$ cat src/logic/spi_csr_defines.svh
`ifndef SPI_CSR_DEFINES_SVH
`define SPI_CSR_DEFINES_SVH

// Register file geometry
`define SPI_CSR_NUM_CH      8
`define SPI_CSR_NUM_STATUS  4

// Identity byte at channel 15, address 0
`define SPI_CSR_ID          8'h5A

// Reply bytes on MISO
`define SPI_CSR_ACK_CMD     8'hCC
`define SPI_CSR_IDLE        8'h00

`endif

$ cat src/logic/spi_csr_pkg.sv
package spi_csr_pkg;

    // Command byte fields from the MSB down
    typedef struct packed {
        logic [1:0] nrep;
        logic       we;
        logic       target_csr;
        logic [3:0] ch;
    } cmd_fields_t;

    // Same byte seen raw or split into fields
    typedef union packed {
        logic [7:0]  raw;
        cmd_fields_t fld;
    } cmd_u;

    // Channel nibble then low address byte
    typedef logic [11:0] csr_addr_t;

endpackage

$ cat src/logic/spi_byte_trx.sv
module spi_byte_trx (
    input  logic       clk,
    input  logic       rst,
    input  logic       sck_i,
    input  logic       mosi_i,
    input  logic       ss_i,
    input  logic       rx_ack_i,
    input  logic       tx_req_i,
    input  logic [7:0] tx_data_i,
    output logic       miso_o,
    output logic       rx_req_o,
    output logic [7:0] rx_data_o,
    output logic       tx_ack_o,
    output logic       frame_o
);

    logic [2:0] sck_q;
    logic [2:0] ss_q;
    logic [1:0] mosi_q;
    logic       sck_rise;
    logic       sck_fall;
    logic       ss_fall;
    logic       byte_done;
    logic       byte_start;
    logic [2:0] bit_cnt;
    logic [6:0] rx_shift;
    logic [7:0] tx_shadow;
    logic [7:0] tx_shift;

    // ~~~~~~~~~~~~~~~~~~~~~~~~~~~~~~~~~~~~~~~~~~~~~~~~~~~~~~~~~~~~
    // Input synchronizers and edge detect
    // ~~~~~~~~~~~~~~~~~~~~~~~~~~~~~~~~~~~~~~~~~~~~~~~~~~~~~~~~~~~~

    always_ff @(posedge clk) begin
        if (rst) begin
            sck_q <= 3'b000;
            ss_q  <= 3'b111;
        end else begin
            sck_q <= {sck_q[1:0], sck_i};
            ss_q  <= {ss_q[1:0], ss_i};
        end
    end

    // Same depth as sck so data lines up with the rising edge
    always_ff @(posedge clk) begin
        mosi_q <= {mosi_q[0], mosi_i};
    end

    assign sck_rise   = sck_q[1] & ~sck_q[2];
    assign sck_fall   = ~sck_q[1] & sck_q[2];
    assign ss_fall    = ~ss_q[1] & ss_q[2];
    assign frame_o    = ~ss_q[1];
    assign byte_done  = frame_o && sck_rise && (bit_cnt == 3'd7);
    // A falling edge at count zero only follows a finished byte
    assign byte_start = ss_fall || (frame_o && sck_fall && (bit_cnt == 3'd0));
    assign miso_o     = tx_shift[7];

    // ~~~~~~~~~~~~~~~~~~~~~~~~~~~~~~~~~~~~~~~~~~~~~~~~~~~~~~~~~~~~
    // Receive path
    // ~~~~~~~~~~~~~~~~~~~~~~~~~~~~~~~~~~~~~~~~~~~~~~~~~~~~~~~~~~~~

    always_ff @(posedge clk) begin
        if (rst) begin
            bit_cnt  <= 3'd0;
            rx_req_o <= 1'b0;
        end else begin
            if (!frame_o) begin
                bit_cnt <= 3'd0;
            end else if (sck_rise) begin
                bit_cnt <= bit_cnt + 3'd1;
            end
            if (byte_done) begin
                rx_req_o <= 1'b1;
            end else if (rx_ack_i) begin
                rx_req_o <= 1'b0;
            end
        end
    end

    always_ff @(posedge clk) begin
        if (frame_o && sck_rise) begin
            rx_shift <= {rx_shift[5:0], mosi_q[1]};
        end
        if (byte_done) begin
            rx_data_o <= {rx_shift, mosi_q[1]};
        end
    end

    // ~~~~~~~~~~~~~~~~~~~~~~~~~~~~~~~~~~~~~~~~~~~~~~~~~~~~~~~~~~~~
    // Transmit path
    // ~~~~~~~~~~~~~~~~~~~~~~~~~~~~~~~~~~~~~~~~~~~~~~~~~~~~~~~~~~~~

    always_ff @(posedge clk) begin
        if (rst) begin
            tx_ack_o  <= 1'b0;
            tx_shadow <= 8'h00;
            tx_shift  <= 8'h00;
        end else begin
            if (tx_req_i && !tx_ack_o) begin
                tx_shadow <= tx_data_i;
                tx_ack_o  <= 1'b1;
            end else if (tx_ack_o && !tx_req_i) begin
                tx_ack_o <= 1'b0;
            end
            // MSB goes out before the first rising edge of the byte
            if (byte_start) begin
                tx_shift <= tx_shadow;
            end else if (frame_o && sck_fall) begin
                tx_shift <= {tx_shift[6:0], 1'b0};
            end
        end
    end

    // Engine must drain each byte before the next one lands
    a_no_overrun: assert property (@(posedge clk) disable iff (rst)
        byte_done |-> !rx_req_o);

    a_tx_req_held: assert property (@(posedge clk) disable iff (rst)
        $fell(tx_req_i) |-> $past(tx_ack_o));

endmodule

$ cat src/logic/csr_regfile.sv
`include "spi_csr_defines.svh"

module csr_regfile (
    input  logic                                clk,
    input  logic                                rst,
    input  spi_csr_pkg::csr_addr_t              addr_i,
    input  logic                                wr_en_i,
    input  logic [7:0]                          wr_data_i,
    input  logic [`SPI_CSR_NUM_STATUS*8-1:0]    status_i,
    output logic [7:0]                          rd_data_o,
    output logic [`SPI_CSR_NUM_CH*32-1:0]       vol_o
);

    localparam int         NUM_CH     = `SPI_CSR_NUM_CH;
    localparam int         NUM_STATUS = `SPI_CSR_NUM_STATUS;
    localparam int         CH_W       = $clog2(NUM_CH);
    localparam logic [3:0] ID_CH      = 4'hF;

    logic [31:0]     vol_q [NUM_CH];
    logic [3:0]      addr_ch;
    logic [7:0]      addr_low;
    logic [CH_W-1:0] vol_sel;
    logic [1:0]      byte_sel;
    logic            vol_hit;

    assign addr_ch  = addr_i[11:8];
    assign addr_low = addr_i[7:0];
    assign vol_sel  = addr_ch[CH_W-1:0];
    assign byte_sel = addr_low[1:0];
    // Low addresses 0 to 3 of each volume channel
    assign vol_hit  = (addr_ch < NUM_CH) && (addr_low < 8'd4);

    always_ff @(posedge clk) begin
        if (rst) begin
            for (int i = 0; i < NUM_CH; i++) begin
                vol_q[i] <= 32'h0;
            end
        end else if (wr_en_i && vol_hit) begin
            vol_q[vol_sel][byte_sel*8 +: 8] <= wr_data_i;
        end
    end

    always_comb begin
        rd_data_o = 8'h00;
        if (vol_hit) begin
            rd_data_o = vol_q[vol_sel][byte_sel*8 +: 8];
        end else if (addr_ch == ID_CH) begin
            if (addr_low == 8'd0) begin
                rd_data_o = `SPI_CSR_ID;
            end else if (addr_low <= NUM_STATUS) begin
                rd_data_o = status_i[(int'(addr_low) - 1)*8 +: 8];
            end
        end
    end

    for (genvar i = 0; i < NUM_CH; i++) begin : g_vol
        assign vol_o[i*32 +: 32] = vol_q[i];
    end

endmodule

$ cat src/logic/csr_cmd_engine.sv
`include "spi_csr_defines.svh"

module csr_cmd_engine (
    input  logic                   clk,
    input  logic                   rst,
    input  logic                   frame_i,
    input  logic                   rx_req_i,
    input  logic [7:0]             rx_data_i,
    input  logic                   tx_ack_i,
    input  logic [7:0]             rd_data_i,
    output logic                   rx_ack_o,
    output logic                   tx_req_o,
    output logic [7:0]             tx_data_o,
    output spi_csr_pkg::csr_addr_t addr_o,
    output logic                   wr_en_o,
    output logic [7:0]             wr_data_o
);

    import spi_csr_pkg::*;

    localparam logic [1:0] S_CMD  = 2'd0;
    localparam logic [1:0] S_ADDR = 2'd1;
    localparam logic [1:0] S_DATA = 2'd2;
    localparam logic [1:0] S_REL  = 2'd3;

    logic [1:0] state_q;
    logic [1:0] ret_q;
    logic [3:0] ch_q;
    logic       we_q;
    logic       target_q;
    logic [1:0] rem_q;
    logic [7:0] low_q;
    logic [7:0] next_low;
    logic       step_q;
    logic       take;
    cmd_u       cmd;

    assign cmd.raw  = rx_data_i;
    assign take     = rx_req_i && (state_q != S_REL);
    assign next_low = low_q + 8'd1;

    // Look ahead to the address whose value goes out in the next frame
    always_comb begin
        addr_o = {ch_q, low_q};
        if (take && state_q == S_ADDR) begin
            addr_o = {ch_q, rx_data_i};
        end else if (take && state_q == S_DATA) begin
            addr_o = {ch_q, next_low};
        end
    end

    // ~~~~~~~~~~~~~~~~~~~~~~~~~~~~~~~~~~~~~~~~~~~~~~~~~~~~~~~~~~~~
    // Transaction FSM and handshakes
    // ~~~~~~~~~~~~~~~~~~~~~~~~~~~~~~~~~~~~~~~~~~~~~~~~~~~~~~~~~~~~

    always_ff @(posedge clk) begin
        if (rst) begin
            state_q  <= S_CMD;
            ret_q    <= S_CMD;
            rx_ack_o <= 1'b0;
            tx_req_o <= 1'b0;
            wr_en_o  <= 1'b0;
            step_q   <= 1'b0;
        end else begin
            wr_en_o <= 1'b0;
            step_q  <= 1'b0;
            if (tx_req_o && tx_ack_i) begin
                tx_req_o <= 1'b0;
            end
            if (take) begin
                rx_ack_o <= 1'b1;
                tx_req_o <= 1'b1;
                state_q  <= S_REL;
            end
            case (state_q)
                S_CMD: begin
                    if (take) begin
                        ret_q <= S_ADDR;
                    end
                end
                S_ADDR: begin
                    if (take) begin
                        ret_q <= S_DATA;
                    end
                end
                S_DATA: begin
                    if (take) begin
                        wr_en_o <= we_q && target_q;
                        step_q  <= 1'b1;
                        ret_q   <= (rem_q == 2'd0) ? S_CMD : S_DATA;
                    end
                end
                default: begin
                    if (!rx_req_i) begin
                        rx_ack_o <= 1'b0;
                        state_q  <= ret_q;
                    end
                end
            endcase
            // ss high ends the transaction
            if (!frame_i) begin
                ret_q <= S_CMD;
                if (!take && state_q != S_REL) begin
                    state_q <= S_CMD;
                end
            end
        end
    end

    // ~~~~~~~~~~~~~~~~~~~~~~~~~~~~~~~~~~~~~~~~~~~~~~~~~~~~~~~~~~~~
    // Command fields, address and reply bytes
    // ~~~~~~~~~~~~~~~~~~~~~~~~~~~~~~~~~~~~~~~~~~~~~~~~~~~~~~~~~~~~

    always_ff @(posedge clk) begin
        if (take) begin
            case (state_q)
                S_CMD: begin
                    ch_q      <= cmd.fld.ch;
                    we_q      <= cmd.fld.we;
                    target_q  <= cmd.fld.target_csr;
                    rem_q     <= cmd.fld.nrep;
                    tx_data_o <= `SPI_CSR_ACK_CMD;
                end
                S_ADDR: begin
                    low_q     <= rx_data_i;
                    tx_data_o <= target_q ? rd_data_i : `SPI_CSR_IDLE;
                end
                default: begin
                    wr_data_o <= rx_data_i;
                    rem_q     <= rem_q - 2'd1;
                    // Last byte of the burst is followed by idle
                    if (target_q && rem_q != 2'd0) begin
                        tx_data_o <= rd_data_i;
                    end else begin
                        tx_data_o <= `SPI_CSR_IDLE;
                    end
                end
            endcase
        end
        if (step_q) begin
            low_q <= next_low;
        end
    end

    // Writes only come from a register command inside an open frame
    a_wr_target: assert property (@(posedge clk) disable iff (rst)
        wr_en_o |-> target_q && frame_i);

    a_ack_after_req: assert property (@(posedge clk) disable iff (rst)
        $rose(rx_ack_o) |-> rx_req_i);

endmodule

$ cat src/logic/spi_csr_top.sv
`include "spi_csr_defines.svh"

module spi_csr_top (
    input  logic                             clk,
    input  logic                             rst,
    input  logic                             sck_i,
    input  logic                             mosi_i,
    input  logic                             ss_i,
    input  logic [`SPI_CSR_NUM_STATUS*8-1:0] status_i,
    output logic                             miso_o,
    output logic [`SPI_CSR_NUM_CH*32-1:0]    vol_o
);

    import spi_csr_pkg::*;

    logic       frame;
    logic       rx_req;
    logic       rx_ack;
    logic [7:0] rx_data;
    logic       tx_req;
    logic       tx_ack;
    logic [7:0] tx_data;
    csr_addr_t  addr;
    logic       wr_en;
    logic [7:0] wr_data;
    logic [7:0] rd_data;

    // SPI pins to byte handshakes
    spi_byte_trx u_trx (
        .clk       (clk),
        .rst       (rst),
        .sck_i     (sck_i),
        .mosi_i    (mosi_i),
        .ss_i      (ss_i),
        .rx_ack_i  (rx_ack),
        .tx_req_i  (tx_req),
        .tx_data_i (tx_data),
        .miso_o    (miso_o),
        .rx_req_o  (rx_req),
        .rx_data_o (rx_data),
        .tx_ack_o  (tx_ack),
        .frame_o   (frame)
    );

    csr_cmd_engine u_engine (
        .clk       (clk),
        .rst       (rst),
        .frame_i   (frame),
        .rx_req_i  (rx_req),
        .rx_data_i (rx_data),
        .tx_ack_i  (tx_ack),
        .rd_data_i (rd_data),
        .rx_ack_o  (rx_ack),
        .tx_req_o  (tx_req),
        .tx_data_o (tx_data),
        .addr_o    (addr),
        .wr_en_o   (wr_en),
        .wr_data_o (wr_data)
    );

    csr_regfile u_regfile (
        .clk       (clk),
        .rst       (rst),
        .addr_i    (addr),
        .wr_en_i   (wr_en),
        .wr_data_i (wr_data),
        .status_i  (status_i),
        .rd_data_o (rd_data),
        .vol_o     (vol_o)
    );

endmodule

$ cat config.mk
export PLATFORM = sky130hd
export DESIGN_NAME = spi_csr_top
export DESIGN_NICKNAME = d
export VERILOG_FILES = /design/src/logic/spi_csr_pkg.sv /design/src/logic/spi_byte_trx.sv /design/src/logic/csr_regfile.sv /design/src/logic/csr_cmd_engine.sv /design/src/logic/spi_csr_top.sv
export VERILOG_INCLUDE_DIRS = /design/src /design/src/logic
export SDC_FILE = /design/constraint.sdc
export NUM_CORES = 1
export LEC_CHECK = 0
export ABC_AREA = 0
export BUFFER_PORTS_ARGS = -buffer_cell sky130_fd_sc_hd__buf_4
export CORE_MARGIN = 4
export CORE_UTILIZATION = 25
export CTS_CLUSTER_DIAMETER = 30
export CTS_CLUSTER_SIZE = 25
export DETAILED_ROUTE_END_ITERATION = 6
export HOLD_SLACK_MARGIN = 0.12
export PLACE_DENSITY = 0.48
export SLEW_MARGIN = 20
export SYNTH_ARGS = -nofsm -noshare
export SYNTH_HDL_FRONTEND = slang
export SYNTH_HIERARCHICAL = 1
export SYNTH_SLANG_ARGS = --single-unit
$ cat constraint.sdc
create_clock -name clk -period 4 [get_ports clk]
set_input_delay 0.4 -clock clk [delete_from_list [all_inputs] [get_ports clk]]
set_output_delay 0.4 -clock clk [all_outputs]
set_load 0.02 [all_outputs]
==> flow_summary_export.csv <==
group,metric,value,unit
placed_design,numPortBuffers,293,
power,ir_drop,0.313,mV
timing,tightest_slew,1.05,ns
synth,synthTopCellsByArea,"edfxtp_1 59%, nor2_1 7.6%, dfxtp_1 4.8%",
hold_path,hold_class,"register to register",
clock_network,cts_buffers,81,
clock_network,cts_buffer_depth,3,
placed_design,gp_congestion,0.890,
clock_network,clock_latency,0.63,ns
critical_path,cp.required,4.24,ns
critical_path,crit_type,"register to register",
floorplan,coreArea,60700,um2
synth,synth.most_common_cell,"nor2_1",
clock_network,cts_tree,"done",
timing,relSlewSlack,29.9,%
floorplan,die_y,256,um
timing,fin_crit,3.78,ns
run,drv_cap,0,
timing,fin_ws,0.222,ns
clock_network,cts_root_buf,"clkbuf_16",
grt,grt_pass1_vias,12600,
routing,viasPerCell,5.16,
synth,synth_fp_nets,1304,
finish,fin_util,35.8,%
timing,hold_viol,0,
routing,wirelength,67400,um
routing,via_count,12817,
critical_path,critPathLaunchType,"register",
floorplan,dieArea,65700,um2
synth,yosys_warnings,6,
timing,rsz0062_at_grt,"no",
timing,max_clock_freq,265,MHz
floorplan,io_pins,294,
grt,grt_first_pass_wirelength,93900,um
floorplan,initial_core_util,25.4,%
synth,synth_cell_types,68,
timing,finalSetupViolations,0,
grt,grt_start_max_net_pins,66,
synth,synth.avg_cell_area,12.3,um2
timing,fin_skew,0.0382,ns
clock_network,cts.sinks,340,
timing,setup_tns,0,ns
power,p_total,11200,uW
synth,synth_top_area_share,59.0,%
placed_design,dpl_worst_slack,0.0469,ns
critical_path,cp.arrival,4.02,ns
finish,antenna_cells,0,
routing,drt_first_iter_violations,1564,
clock_network,htreeDepth,3,
synth,synth_cells,1251,
finish,num-fill-cells,5929,
critical_path,critPathCaptureType,"register",
synth,synth_area,15400,um2
finish,drive_above_1_share,36.3,%
grt,antenna_found_initial,2,
grt,track_usage,19.6,%
routing,antenna_left,0,
synth,synth_async_sr_flop_share,0,%
finish,synthToLayoutAreaGrowth,40.9,%
timing,slew_violations,0,
placed_design,dpl.hpwl,49700,um
routing,wl_per_cell,27.1,um
synth,seq_area_frac_synth,63.8,%
floorplan,num_rows,90,
clock_network,clk_pin_slew,0.05,ns
status,status,"finished clean",
synth,yosysTopAreaCell,"edfxtp_1",
finish,final_nets,1687,
grt,grt.overflow.total,0,
synth,synthTopCellsByCount,"312 x nor2_1, 303 x edfxtp_1, 65 x nand2_1",
floorplan,fp.dieW,256,um
timing,finalCritPeriodShare,94.5,%
synth,synth_edf_count,303,
power,power.density,514,nW/um2
routing,drtPass1Iterations,5,
synth,ys_ff_latch,340,
routing,drc,0,
power,power.static_leakage,0.00806,uW
synth,yosys_most_used_dff,"edfxtp_1",
critical_path,path_max_fanout,9,
-- final cells by class --
| class | count | area (um2) | share of cell area [%] |
|---|---|---|---|
| multi-input combinational | 832 | 5290 | 24.4 |
| inverter | 20 | 75.1 | 0.346 |
| tap | 782 | 978 | 4.51 |
| sequential | 340 | 9840 | 45.3 |
| clock inverter | 58 | 701 | 3.23 |
| clock buffer | 93 | 2100 | 9.69 |
| timing repair buffer | 359 | 2730 | 12.6 |
-- worst max-delay path: stages (launching register included) --
cell and delay (ns):
dfxtp_1 0.33, ha_1 0.28, nand3b_1 0.39, o21ai_0 0.32, a31oi_1 0.16, or4_4 0.60
nor4_4 0.35, and4b_1 0.28, buf_4 0.22, nand2_2 0.08, nand2b_1 0.40
-- registers in the layout (all words and copies together), names as in the netlist, 2 cells and up --
signal	flops
u_engine/state_q	2
u_trx/tx_shift	8
u_regfile/vol_q	256
u_engine/ret_q	2
u_engine/wr_data_o	8
u_engine/tx_data_o	8
u_trx/sck_q	3
u_trx/rx_shift	7
u_trx/mosi_q	2
u_trx/ss_q	3
u_trx/rx_data_o	8
u_engine/low_q	8
u_trx/bit_cnt	3
u_trx/tx_shadow	8
u_engine/ch_q	4
u_engine/rem_q	2
-- cells in the final DEF, fill, tap and decap left out, drive strengths merged, types with 4 or more instances in the layout --
| cell type | synthesis | routed |
|---|---|---|
| nor2b | 14 | 14 |
| xnor2 | 4 | 4 |
| clkinv | 1 | 33 |
| mux4 | 17 | 17 |
| nor3b | 7 | 7 |
| and3 | 4 | 4 |
| nor3 | 6 | 6 |
| a21o | 6 | 6 |
| and4b | 4 | 4 |
| dfxtp | 37 | 37 |
| nor2 | 314 | 314 |
| nand3 | 9 | 9 |
| mux2 | 39 | 39 |
| a22oi | 15 | 15 |
| inv | 19 | 21 |
| edfxtp | 303 | 303 |
| and2 | 12 | 12 |
| clkinvlp | 0 | 14 |
| clkbuf | 22 | 93 |
| nand2b | 41 | 41 |
| o21ai | 29 | 29 |
| o221ai | 5 | 5 |
| mux2i | 23 | 23 |
| a221o | 13 | 13 |
| a21oi | 38 | 38 |
| a31oi | 8 | 8 |
| bufinv | 0 | 10 |
| ha | 16 | 16 |
| a311oi | 9 | 9 |
| or3 | 7 | 7 |
| nand2 | 97 | 97 |
| a221oi | 44 | 44 |
| or2 | 5 | 5 |
| buf | 37 | 356 |
| o211ai | 10 | 10 |
-- cell families after synthesis --
kind of cell	after synthesis	synth area share, %
compound gates	195	9.21
xor+xnor	7	0.398
fa+ha+maj	16	1.30
buf+inv	79	2.36
flops	340	63.8
mux	79	6.83
simple gates	535	16.1
-- timing repair --
action,4_1_cts,5_1_grt
buffers inserted,0,2
resized for setup,0,18
hold endpoints to repair,3,0
endpoints found under the setup margin,0,298
hold buffers,3,0
-- routing by layer --
layer  global-route usage, %  vias up  wire (um)
met1                    26.1     6457      27300
met4                    6.52        0       1810
met2                    31.0      821      31000
met5                       0        -          0
met3                    5.46      109       7350
li1                        -     5430          -
-- report_power, final --
group / leakage [uW] / internal [uW] / switching [uW]
Clock: 0.00132 / 4450 / 2200
Sequential: 0.00337 / 3960 / 95.1
Combinational: 0.00337 / 178 / 277
-- metrics by stage --
step,instances,hold WS [ns],area (um2)
5_1_grt,2484,0.338,21700
3_3_place_gp,2328,0.319,18800
3_5_place_dp,2328,0.318,18800
2_1_floorplan,1251,0.310,15400
6_report,2484,0.326,21700
4_1_cts,2482,0.331,21700
-- final timing paths --
path / from / end / slack, ns / cells past startpoint
setup / recovery: u_engine/state_q[0] / u_regfile/vol_q[7][0] / 0.22 / 10
hold / removal: u_trx/mosi_q[0] / u_trx/mosi_q[1] / 0.33 / 0
setup reg to reg: u_engine/state_q[0] / u_regfile/vol_q[7][0] / 0.22 / 10
hold reg to reg: u_trx/mosi_q[0] / u_trx/mosi_q[1] / 0.33 / 0
No activity file was read; power rests on OpenSTA's default activity.
